### src/hw/fetch_pkg.sv
/*
 shared bus and cache constants for the fetch front end
 memory lines are 64 bits wide, so each line holds two instructions
*/
`default_nettype none

package fetch_pkg;

    ////////////////////////////////////////
    // widths
    ////////////////////////////////////////

    // address and instruction width
    localparam int xlen = 32;

    // one memory beat, also one cache line
    localparam int line_width = 64;

    // memory tag width, tag 0 means no transaction
    localparam int bus_tag_width = 4;

    ////////////////////////////////////////
    // bus commands
    ////////////////////////////////////////

    // level command, held until a nonzero response comes back
    typedef enum logic [1:0] {
        bus_none  = 2'b00,
        bus_load  = 2'b01,
        bus_store = 2'b10
    } bus_command_t;

    ////////////////////////////////////////
    // cache geometry
    ////////////////////////////////////////

    // default icache depth
    // must stay a power of two, index bits come from $clog2
    localparam int icache_lines = 32;

endpackage

`default_nettype wire

### src/hw/fetch_mem_top.sv
/*
 fetch, icache and arbiter on one external memory bus
 the dmem ports stand in for a load/store queue and follow the same bus rules
*/
`timescale 1ns/100ps
`default_nettype none

module fetch_mem_top #(
    parameter int num_lines = fetch_pkg::icache_lines
) (
    input  logic                                clock,
    input  logic                                reset,
    input  logic                                take_branch,
    input  logic [fetch_pkg::xlen-1:0]          branch_target,
    input  fetch_pkg::bus_command_t             dmem_command,
    input  logic [fetch_pkg::xlen-1:0]          dmem_addr,
    input  logic [fetch_pkg::line_width-1:0]    dmem_data,
    input  logic [fetch_pkg::bus_tag_width-1:0] mem_response,
    input  logic [fetch_pkg::line_width-1:0]    mem_reply_data,
    input  logic [fetch_pkg::bus_tag_width-1:0] mem_tag,
    output logic                                if_id_valid,
    output logic [fetch_pkg::xlen-1:0]          if_id_inst,
    output logic [fetch_pkg::xlen-1:0]          if_id_pc,
    output logic [fetch_pkg::xlen-1:0]          if_id_npc,
    output logic [fetch_pkg::bus_tag_width-1:0] dmem_response,
    output logic [fetch_pkg::bus_tag_width-1:0] dmem_tag,
    output logic [fetch_pkg::line_width-1:0]    dmem_reply_data,
    output fetch_pkg::bus_command_t             mem_command,
    output logic [fetch_pkg::xlen-1:0]          mem_addr,
    output logic [fetch_pkg::line_width-1:0]    mem_data
);
    import fetch_pkg::*;

    // fetch to icache
    logic [xlen-1:0]       fetch_addr;
    logic                  icache_valid;
    logic [line_width-1:0] icache_data;

    // icache to arbiter
    bus_command_t             imem_command;
    logic [xlen-1:0]          imem_addr;
    logic [bus_tag_width-1:0] imem_response;
    logic [line_width-1:0]    imem_data;
    logic [bus_tag_width-1:0] imem_tag;

    fetch_stage fetch_stage_0 (
        .clock(clock), .reset(reset),
        .take_branch(take_branch), .branch_target(branch_target),
        .icache_valid(icache_valid), .icache_data(icache_data),
        .fetch_addr(fetch_addr), .if_id_valid(if_id_valid),
        .if_id_inst(if_id_inst), .if_id_pc(if_id_pc), .if_id_npc(if_id_npc)
    );

    icache #(.num_lines(num_lines)) icache_0 (
        .clock(clock), .reset(reset), .fetch_addr(fetch_addr),
        .imem_response(imem_response), .imem_data(imem_data), .imem_tag(imem_tag),
        .icache_valid(icache_valid), .icache_data(icache_data),
        .imem_command(imem_command), .imem_addr(imem_addr)
    );

    mem_arbiter mem_arbiter_0 (
        .clock(clock), .reset(reset),
        .dmem_command(dmem_command), .dmem_addr(dmem_addr), .dmem_data(dmem_data),
        .imem_command(imem_command), .imem_addr(imem_addr),
        .mem_response(mem_response), .mem_reply_data(mem_reply_data), .mem_tag(mem_tag),
        .mem_command(mem_command), .mem_addr(mem_addr), .mem_data(mem_data),
        .dmem_response(dmem_response), .dmem_tag(dmem_tag),
        .dmem_reply_data(dmem_reply_data), .imem_response(imem_response),
        .imem_tag(imem_tag), .imem_data(imem_data)
    );

endmodule

`default_nettype wire

### src/hw/fetch_stage.sv
/*
 branch_target must be word aligned
 icache_data is a full 64-bit line, address bit 2 picks the instruction
*/
`timescale 1ns/100ps
`default_nettype none

module fetch_stage (
    input  logic                             clock,
    input  logic                             reset,
    input  logic                             take_branch,
    input  logic [fetch_pkg::xlen-1:0]       branch_target,
    input  logic                             icache_valid,
    input  logic [fetch_pkg::line_width-1:0] icache_data,
    output logic [fetch_pkg::xlen-1:0]       fetch_addr,
    output logic                             if_id_valid,
    output logic [fetch_pkg::xlen-1:0]       if_id_inst,
    output logic [fetch_pkg::xlen-1:0]       if_id_pc,
    output logic [fetch_pkg::xlen-1:0]       if_id_npc
);
    import fetch_pkg::*;

    logic [xlen-1:0] pc;
    logic [xlen-1:0] pc_plus_4;
    logic [xlen-1:0] fetch_inst;

    ////////////////////////////////////////
    // program counter
    ////////////////////////////////////////

    // cache is looked up with the raw pc every cycle
    assign fetch_addr = pc;
    assign pc_plus_4  = pc + xlen'(4);

    // redirect beats a hit
    // on a miss the pc just sits here until the line shows up
    always_ff @(posedge clock or posedge reset) begin
        if (reset) begin
            pc <= '0;
        end else if (take_branch) begin
            pc <= branch_target;
        end else if (icache_valid) begin
            pc <= pc_plus_4;
        end
    end

    // upper half of the line holds the word at address + 4
    assign fetch_inst = pc[2] ? icache_data[xlen +: xlen] : icache_data[0 +: xlen];

    ////////////////////////////////////////
    // IF/ID register
    ////////////////////////////////////////

    // valid only for a hit that was not squashed by a redirect
    always_ff @(posedge clock or posedge reset) begin
        if (reset) begin
            if_id_valid <= 1'b0;
        end else begin
            if_id_valid <= icache_valid && !take_branch;
        end
    end

    // payload only moves on a hit, otherwise keeps the last value
    always_ff @(posedge clock) begin
        if (icache_valid) begin
            if_id_inst <= fetch_inst;
            if_id_pc   <= pc;
            if_id_npc  <= pc_plus_4;
        end
    end

    // targets come from outside, so check the pc never drifts off a word
    pc_word_aligned: assert property (
        @(posedge clock) disable iff (reset)
        pc[1:0] == 2'b00
    ) else $error("fetch pc not word aligned: %h", pc);

endmodule

`default_nettype wire

### src/hw/icache.sv
/*
 direct mapped, one 64-bit line per entry, a single miss in flight
 a fill whose line no longer matches the fetch address is dropped
*/
`timescale 1ns/100ps
`default_nettype none

module icache #(
    parameter int num_lines = fetch_pkg::icache_lines
) (
    input  logic                                clock,
    input  logic                                reset,
    input  logic [fetch_pkg::xlen-1:0]          fetch_addr,
    input  logic [fetch_pkg::bus_tag_width-1:0] imem_response,
    input  logic [fetch_pkg::line_width-1:0]    imem_data,
    input  logic [fetch_pkg::bus_tag_width-1:0] imem_tag,
    output logic                                icache_valid,
    output logic [fetch_pkg::line_width-1:0]    icache_data,
    output fetch_pkg::bus_command_t             imem_command,
    output logic [fetch_pkg::xlen-1:0]          imem_addr
);
    import fetch_pkg::*;

    // address split: | tag | index | byte offset |
    localparam int offset_bits = $clog2(line_width / 8);
    localparam int index_bits  = $clog2(num_lines);
    localparam int tag_bits    = xlen - index_bits - offset_bits;

    typedef enum logic [1:0] {
        state_idle,
        state_requesting,
        state_waiting
    } miss_state_t;

    // line storage
    logic [num_lines-1:0]  line_valid;
    logic [tag_bits-1:0]   line_tag  [num_lines];
    logic [line_width-1:0] line_data [num_lines];

    logic [index_bits-1:0]    fetch_index;
    logic [tag_bits-1:0]      fetch_tag;
    logic [xlen-1:0]          fetch_line;
    logic                     hit;
    miss_state_t              state;
    miss_state_t              next_state;
    logic [xlen-1:0]          miss_addr;
    logic [bus_tag_width-1:0] miss_tag;
    logic [index_bits-1:0]    miss_index;
    logic                     same_line;
    logic                     accepted;
    logic                     fill_arrive;
    logic                     fill_write;

    ////////////////////////////////////////
    // lookup
    ////////////////////////////////////////

    assign fetch_index = fetch_addr[offset_bits +: index_bits];
    assign fetch_tag   = fetch_addr[xlen-1 -: tag_bits];
    assign fetch_line  = {fetch_addr[xlen-1:offset_bits], {offset_bits{1'b0}}};

    // combinational read, hit shows in the same cycle as the address
    assign hit          = line_valid[fetch_index] && (line_tag[fetch_index] == fetch_tag);
    assign icache_valid = hit;
    assign icache_data  = line_data[fetch_index];

    ////////////////////////////////////////
    // miss handling
    ////////////////////////////////////////

    assign miss_index = miss_addr[offset_bits +: index_bits];
    // redirect check, fetch moved to another line
    assign same_line  = (miss_addr == fetch_line);
    assign accepted   = (state == state_requesting) && (imem_response != '0);
    // miss_tag is never zero, so an idle bus cannot match
    assign fill_arrive = (state == state_waiting) && (imem_tag == miss_tag);
    assign fill_write  = fill_arrive && same_line;

    // request held as a level until the arbiter hands back a tag
    assign imem_command = (state == state_requesting) ? bus_load : bus_none;
    assign imem_addr    = miss_addr;

    always_comb begin
        next_state = state;
        case (state)
            state_idle: begin
                if (!hit) begin
                    next_state = state_requesting;
                end
            end
            state_requesting: begin
                // accepted wins, that reply will come back no matter what
                if (accepted) begin
                    next_state = state_waiting;
                end else if (!same_line) begin
                    next_state = state_idle;
                end
            end
            state_waiting: begin
                if (fill_arrive) begin
                    next_state = state_idle;
                end
            end
            default: begin
                next_state = state_idle;
            end
        endcase
    end

    always_ff @(posedge clock or posedge reset) begin
        if (reset) begin
            state      <= state_idle;
            line_valid <= '0;
        end else begin
            state <= next_state;
            if (fill_write) begin
                line_valid[miss_index] <= 1'b1;
            end
        end
    end

    // miss address, accepted tag and line contents
    always_ff @(posedge clock) begin
        if (state == state_idle && !hit) begin
            miss_addr <= fetch_line;
        end
        if (accepted) begin
            miss_tag <= imem_response;
        end
        if (fill_write) begin
            line_tag[miss_index]  <= miss_addr[xlen-1 -: tag_bits];
            line_data[miss_index] <= imem_data;
        end
    end

    // a waiting miss must never be handed a second tag by the arbiter
    no_request_while_waiting: assert property (
        @(posedge clock) disable iff (reset)
        (state == state_waiting) |-> (imem_response == '0)
    ) else $error("icache got a new response while a miss was waiting");

endmodule

`default_nettype wire

### src/hw/mem_arbiter.sv
/*
 data requests always win the bus, instruction fetch can starve
 replies are routed by tag; stores get a response only, never a reply
*/
`timescale 1ns/100ps
`default_nettype none

module mem_arbiter (
    input  logic                                clock,
    input  logic                                reset,
    input  fetch_pkg::bus_command_t             dmem_command,
    input  logic [fetch_pkg::xlen-1:0]          dmem_addr,
    input  logic [fetch_pkg::line_width-1:0]    dmem_data,
    input  fetch_pkg::bus_command_t             imem_command,
    input  logic [fetch_pkg::xlen-1:0]          imem_addr,
    input  logic [fetch_pkg::bus_tag_width-1:0] mem_response,
    input  logic [fetch_pkg::line_width-1:0]    mem_reply_data,
    input  logic [fetch_pkg::bus_tag_width-1:0] mem_tag,
    output fetch_pkg::bus_command_t             mem_command,
    output logic [fetch_pkg::xlen-1:0]          mem_addr,
    output logic [fetch_pkg::line_width-1:0]    mem_data,
    output logic [fetch_pkg::bus_tag_width-1:0] dmem_response,
    output logic [fetch_pkg::bus_tag_width-1:0] dmem_tag,
    output logic [fetch_pkg::line_width-1:0]    dmem_reply_data,
    output logic [fetch_pkg::bus_tag_width-1:0] imem_response,
    output logic [fetch_pkg::bus_tag_width-1:0] imem_tag,
    output logic [fetch_pkg::line_width-1:0]    imem_data
);
    import fetch_pkg::*;

    localparam int num_tags = 2 ** bus_tag_width;

    logic                data_sel;
    logic                load_accepted;
    logic [num_tags-1:0] tag_owned;
    logic [num_tags-1:0] tag_is_data;
    logic                reply_owned;
    logic                data_reply;
    logic                inst_reply;

    ////////////////////////////////////////
    // request side
    ////////////////////////////////////////

    // any data command takes the bus this cycle
    assign data_sel = (dmem_command != bus_none);

    assign mem_command = data_sel ? dmem_command : imem_command;
    assign mem_addr    = data_sel ? dmem_addr : imem_addr;
    // fetch never writes
    assign mem_data    = data_sel ? dmem_data : '0;

    // the loser sees 0 and holds its request
    assign dmem_response = data_sel ? mem_response : '0;
    assign imem_response = (!data_sel && imem_command != bus_none) ? mem_response : '0;

    ////////////////////////////////////////
    // owner table
    ////////////////////////////////////////

    // only loads produce a reply later
    assign load_accepted = (mem_command == bus_load) && (mem_response != '0);

    // clear on reply first, a same-cycle reuse of the tag then sets it again
    always_ff @(posedge clock or posedge reset) begin
        if (reset) begin
            tag_owned <= '0;
        end else begin
            if (mem_tag != '0) begin
                tag_owned[mem_tag] <= 1'b0;
            end
            if (load_accepted) begin
                tag_owned[mem_response] <= 1'b1;
            end
        end
    end

    // owner side, meaningful only while tag_owned is set
    always_ff @(posedge clock) begin
        if (load_accepted) begin
            tag_is_data[mem_response] <= data_sel;
        end
    end

    ////////////////////////////////////////
    // reply routing
    ////////////////////////////////////////

    assign reply_owned = (mem_tag != '0) && tag_owned[mem_tag];
    assign data_reply  = reply_owned && tag_is_data[mem_tag];
    assign inst_reply  = reply_owned && !tag_is_data[mem_tag];

    assign dmem_tag        = data_reply ? mem_tag : '0;
    assign dmem_reply_data = data_reply ? mem_reply_data : '0;
    assign imem_tag        = inst_reply ? mem_tag : '0;
    assign imem_data       = inst_reply ? mem_reply_data : '0;

    // memory must only answer tags it handed out for loads earlier
    reply_has_owner: assert property (
        @(posedge clock) disable iff (reset)
        (mem_tag != '0) |-> tag_owned[mem_tag]
    ) else $error("memory reply with tag %0d has no owner", mem_tag);

endmodule

`default_nettype wire

### config.mk
export PLATFORM = sky130hd
export DESIGN_NAME = fetch_mem_top
export DESIGN_NICKNAME = d
export VERILOG_FILES = /design/src/hw/fetch_pkg.sv /design/src/hw/fetch_mem_top.sv /design/src/hw/fetch_stage.sv /design/src/hw/icache.sv /design/src/hw/mem_arbiter.sv
export SDC_FILE = /design/constraint.sdc
export NUM_CORES = 2
export LEC_CHECK = 0
export ABC_AREA = 1
export BUFFER_PORTS_ARGS = -buffer_cell sky130_fd_sc_hd__buf_2
export CORE_MARGIN = 2
export CORE_UTILIZATION = 40
export DETAILED_ROUTE_END_ITERATION = 16
export RECOVER_POWER = 50
export SYNTH_ARGS = -nofsm -noshare
export SYNTH_HDL_FRONTEND = slang
export SYNTH_SLANG_ARGS = --single-unit
### constraint.sdc
create_clock -name clock -period 7.55 [get_ports clock]
set_input_delay 0.3775 -clock clock [delete_from_list [all_inputs] [get_ports clock]]
set_output_delay 0.3775 -clock clock [all_outputs]
set_load 0.05 [all_outputs]
==> flow_summary.json <==
{
  "die_h_um": 558,
  "grt_max_degree": 219,
  "finalMaxSlewViolations": 2705,
  "min_path_type": "in -> reg",
  "rows": 203,
  "status": "finished, violations left",
  "fillers": 27400,
  "die_w_um": 558,
  "cts.sinks": 3042,
  "p_leak_uw": 0.0476,
  "cp_common_cell": "nand2_1",
  "crit_chain": "clkbuf_2, nand2_1, nor2_1, nand2_1, nand3_1, nand2_1, nor2_1, nand2_1, nor2_1, nand2_1, nor2_4, buf_4, buf_4",
  "dp_hpwl_mm": 197,
  "cts_tree": "done",
  "seq_area_frac_synth_pct": 74.2,
  "layout-drive-gt1-share_pct": 8.36,
  "path_clk_slew_ps": 60,
  "seq_area_um2": 90900,
  "powerDensity_nw_per_um2": 290,
  "ys.flop_type": "edfxtp_1",
  "cts_setup_buffers": 0,
  "vias_per_cell": 5.76,
  "clockBufferDepth": 4,
  "required_ps": 8050,
  "drc": 0,
  "max_freq_ghz": 0.150,
  "finClkSkew_ps": 89.6,
  "startpoint_type": "flip-flop",
  "syn-num-nets": 10200,
  "dieArea_um2": 311000,
  "hold_buffers": 46,
  "cap_violations": 77,
  "synth_edf_count": 2959,
  "total_power_uw": 40400,
  "syn_area_um2": 123000,
  "vias": 84600,
  "wl_per_cell_um": 26.6,
  "postRouteAntennaNets": 0,
  "min_period_ps": 6660,
  "routed_wl_mm": 392,
  "rsz0062_at_grt": "no",
  "violations": "max-capacitance violations, max-slew violations",
  "clock_latency_ps": 890,
  "async_reset_ff_share_pct": 2.73,
  "port_buffers": 471,
  "synthToLayoutAreaGrowth_pct": 13.7,
  "setup_viol": 0,
  "worst_slew_pin_slew_ps": 4460,
  "ir_worst_vdd_v": 0.000194,
  "layout_common_cells": "edfxtp_1, nor2_1, nand2_1",
  "htreeDepth": 5,
  "antenna_found_initial": 11,
  "setup_tns_ps": 0,
  "end_kind": "flip-flop",
  "cts_resized": 0,
  "coreArea_um2": 305000,
  "dr.first_iter.drc_count": 11500,
  "nets": 10600,
  "ys_seq_elements": 3042,
  "worstPathArrival_ps": 7160,
  "syn_inst": 9987,
  "finalCritPeriodShare_pct": 88.2,
  "globalplace.congestion": 0.886,
  "cpPeakStageDelay_ps": 3020,
  "final_hold_viol_count": 0,
  "multi_input_area_um2": 27700,
  "grt_pass1_wl_mm": 561,
  "grt-ovfl-total": 0,
  "final_common_cell": "edfxtp_1",
  "drtPass1Iterations": 8,
  "grt_pass1_vias": 80100,
  "start_util_pct": 40.2,
  "relSlewSlack_pct": -197,
  "numCtsBuffers": 320,
  "pin_count": 472,
  "syn_area_per_cell_um2": 12.3,
  "clock-root-buffer": "clkbuf_16",
  "slowest_stage": "clkbuf_2",
  "final_util_pct": 45.7,
  "synth_cell_type_count": 42,
  "grt_usage_pct": 24.5,
  "path_class": "reg -> reg",
  "ys_warn_count": 0,
  "critPathMaxFanout": 90
}
==> cell usage after synthesis, types with 3 or more instances <==
library cell	n	area, um2
edfxtp_1	2959	88900
or2_2	3	18.8
nand2_1	1559	5850
a32o_1	29	290
buf_2	106	531
o21ai_1	5	25.0
o21bai_1	22	165
inv_1	375	1410
buf_1	54	203
o221ai_1	197	1730
a31oi_1	29	181
nor4_1	5	31.3
nor3_1	6	30.0
dfrtp_1	83	2080
o22ai_1	315	1970
nand3_1	518	2590
o21ai_0	1193	5970
nand4_1	88	551
clkinv_1	5	18.8
xnor2_1	10	87.6
o211ai_1	72	541
clkbuf_1	475	1780
xor2_1	42	368
nor2_1	1659	6230
buf_6	14	158
buf_4	20	150
a21oi_1	125	626
==> report_power, final <==
| part | total (uW) | switching [uW] | leakage, uW | internal, uW |
|---|---|---|---|---|
| clock | 14900 | 6460 | 0.00474 | 8450 |
| sequential | 19600 | 278 | 0.0276 | 19300 |
| combinational | 5910 | 4570 | 0.0153 | 1350 |
==> routing by layer <==
layer	global-route usage, %	vias to the layer above	share of wire [%]
met2	39.3	4683	47
met4	8.17	8	3.7
met1	34.0	42500	40
met5	0	-	0.015
met3	3.74	805	9.3
li1	-	36600	-
==> final timing paths <==
check	slack (ps)	startpoint	cells after the start	endpoint
setup / recovery	890	fetch_stage_0.fetch_addr[7]$_DFFE_PP0P_	13	fetch_stage_0.if_id_pc[5]$_DFFE_PP_
hold / removal	60	mem_tag[2]	5	mem_arbiter_0.tag_owned[3]$_DFF_PP0_
setup reg to reg	890	fetch_stage_0.fetch_addr[7]$_DFFE_PP0P_	13	fetch_stage_0.if_id_pc[5]$_DFFE_PP_
hold reg to reg	380	mem_arbiter_0.tag_owned[0]$_DFF_PP0_	0	mem_arbiter_0.tag_owned[0]$_DFF_PP0_
max in group asynchronous	2090	reset	5	fetch_stage_0.fetch_addr[3]$_DFFE_PP0P_
min in group asynchronous	830	reset	4	mem_arbiter_0.tag_owned[12]$_DFF_PP0_
==> cell type report <==
cell class / instances / share of cell area (%)
diodes: 7 / 0.0126
clock buffers: 413 / 6.12
clock inverters: 150 / 0.815
inverters: 383 / 1.07
multi-input cells: 5892 / 19.9
flip-flops and latches: 3042 / 65.3
well taps: 4100 / 3.68
repair buffers: 712 / 3.20
==> logic make-up after synthesis <==
logic type / after synthesis / synth area share (%)
and+or+nand+nor: 3849 / 12.6
other: 1 / 0.00306
DFF: 3042 / 74.2
AOI/OAI and AO/OA: 1989 / 9.39
xor gates and xnor gates: 52 / 0.371
buffers and inverters: 1053 / 3.49
adders and majority gates: 1 / 0.0102
==> critical path, delay by kind of cell, from the launching register on <==
family                 cells  cell delay, ps
flip-flops                 1             460
AND/OR/NAND/NOR           10            1650
buffers and inverters      3            3960
==> metrics by stage <==
| stage | instance area, um2 | hold slack [ps] | setup WS [ps] | cells |
|---|---|---|---|---|
| CTS | 140000 | 1.15 | 2220 | 14700 |
| global route | 139000 | 75.3 | 909 | 14700 |
| floorplan | 123000 | 425 | 1220 | 9987 |
| global placement | 130000 | 355 | 2250 | 14100 |
| detailed placement | 130000 | 370 | 2220 | 14100 |
| finish | 139000 | 55.4 | 894 | 14700 |
==> flip-flops by register name, summed over array words and instances (netlist names), 4 cells and up <==
name / count
fetch_stage_0.fetch_addr: 32
fetch_stage_0.if_id_inst: 32
fetch_stage_0.if_id_npc: 32
fetch_stage_0.if_id_pc: 30
icache_0.imem_addr: 29
icache_0.line_data: 2048
icache_0.line_tag: 768
icache_0.line_valid: 32
icache_0.miss_tag: 4
mem_arbiter_0.tag_is_data: 16
mem_arbiter_0.tag_owned: 16
Note: power is estimated with default switching activity, not from simulation.
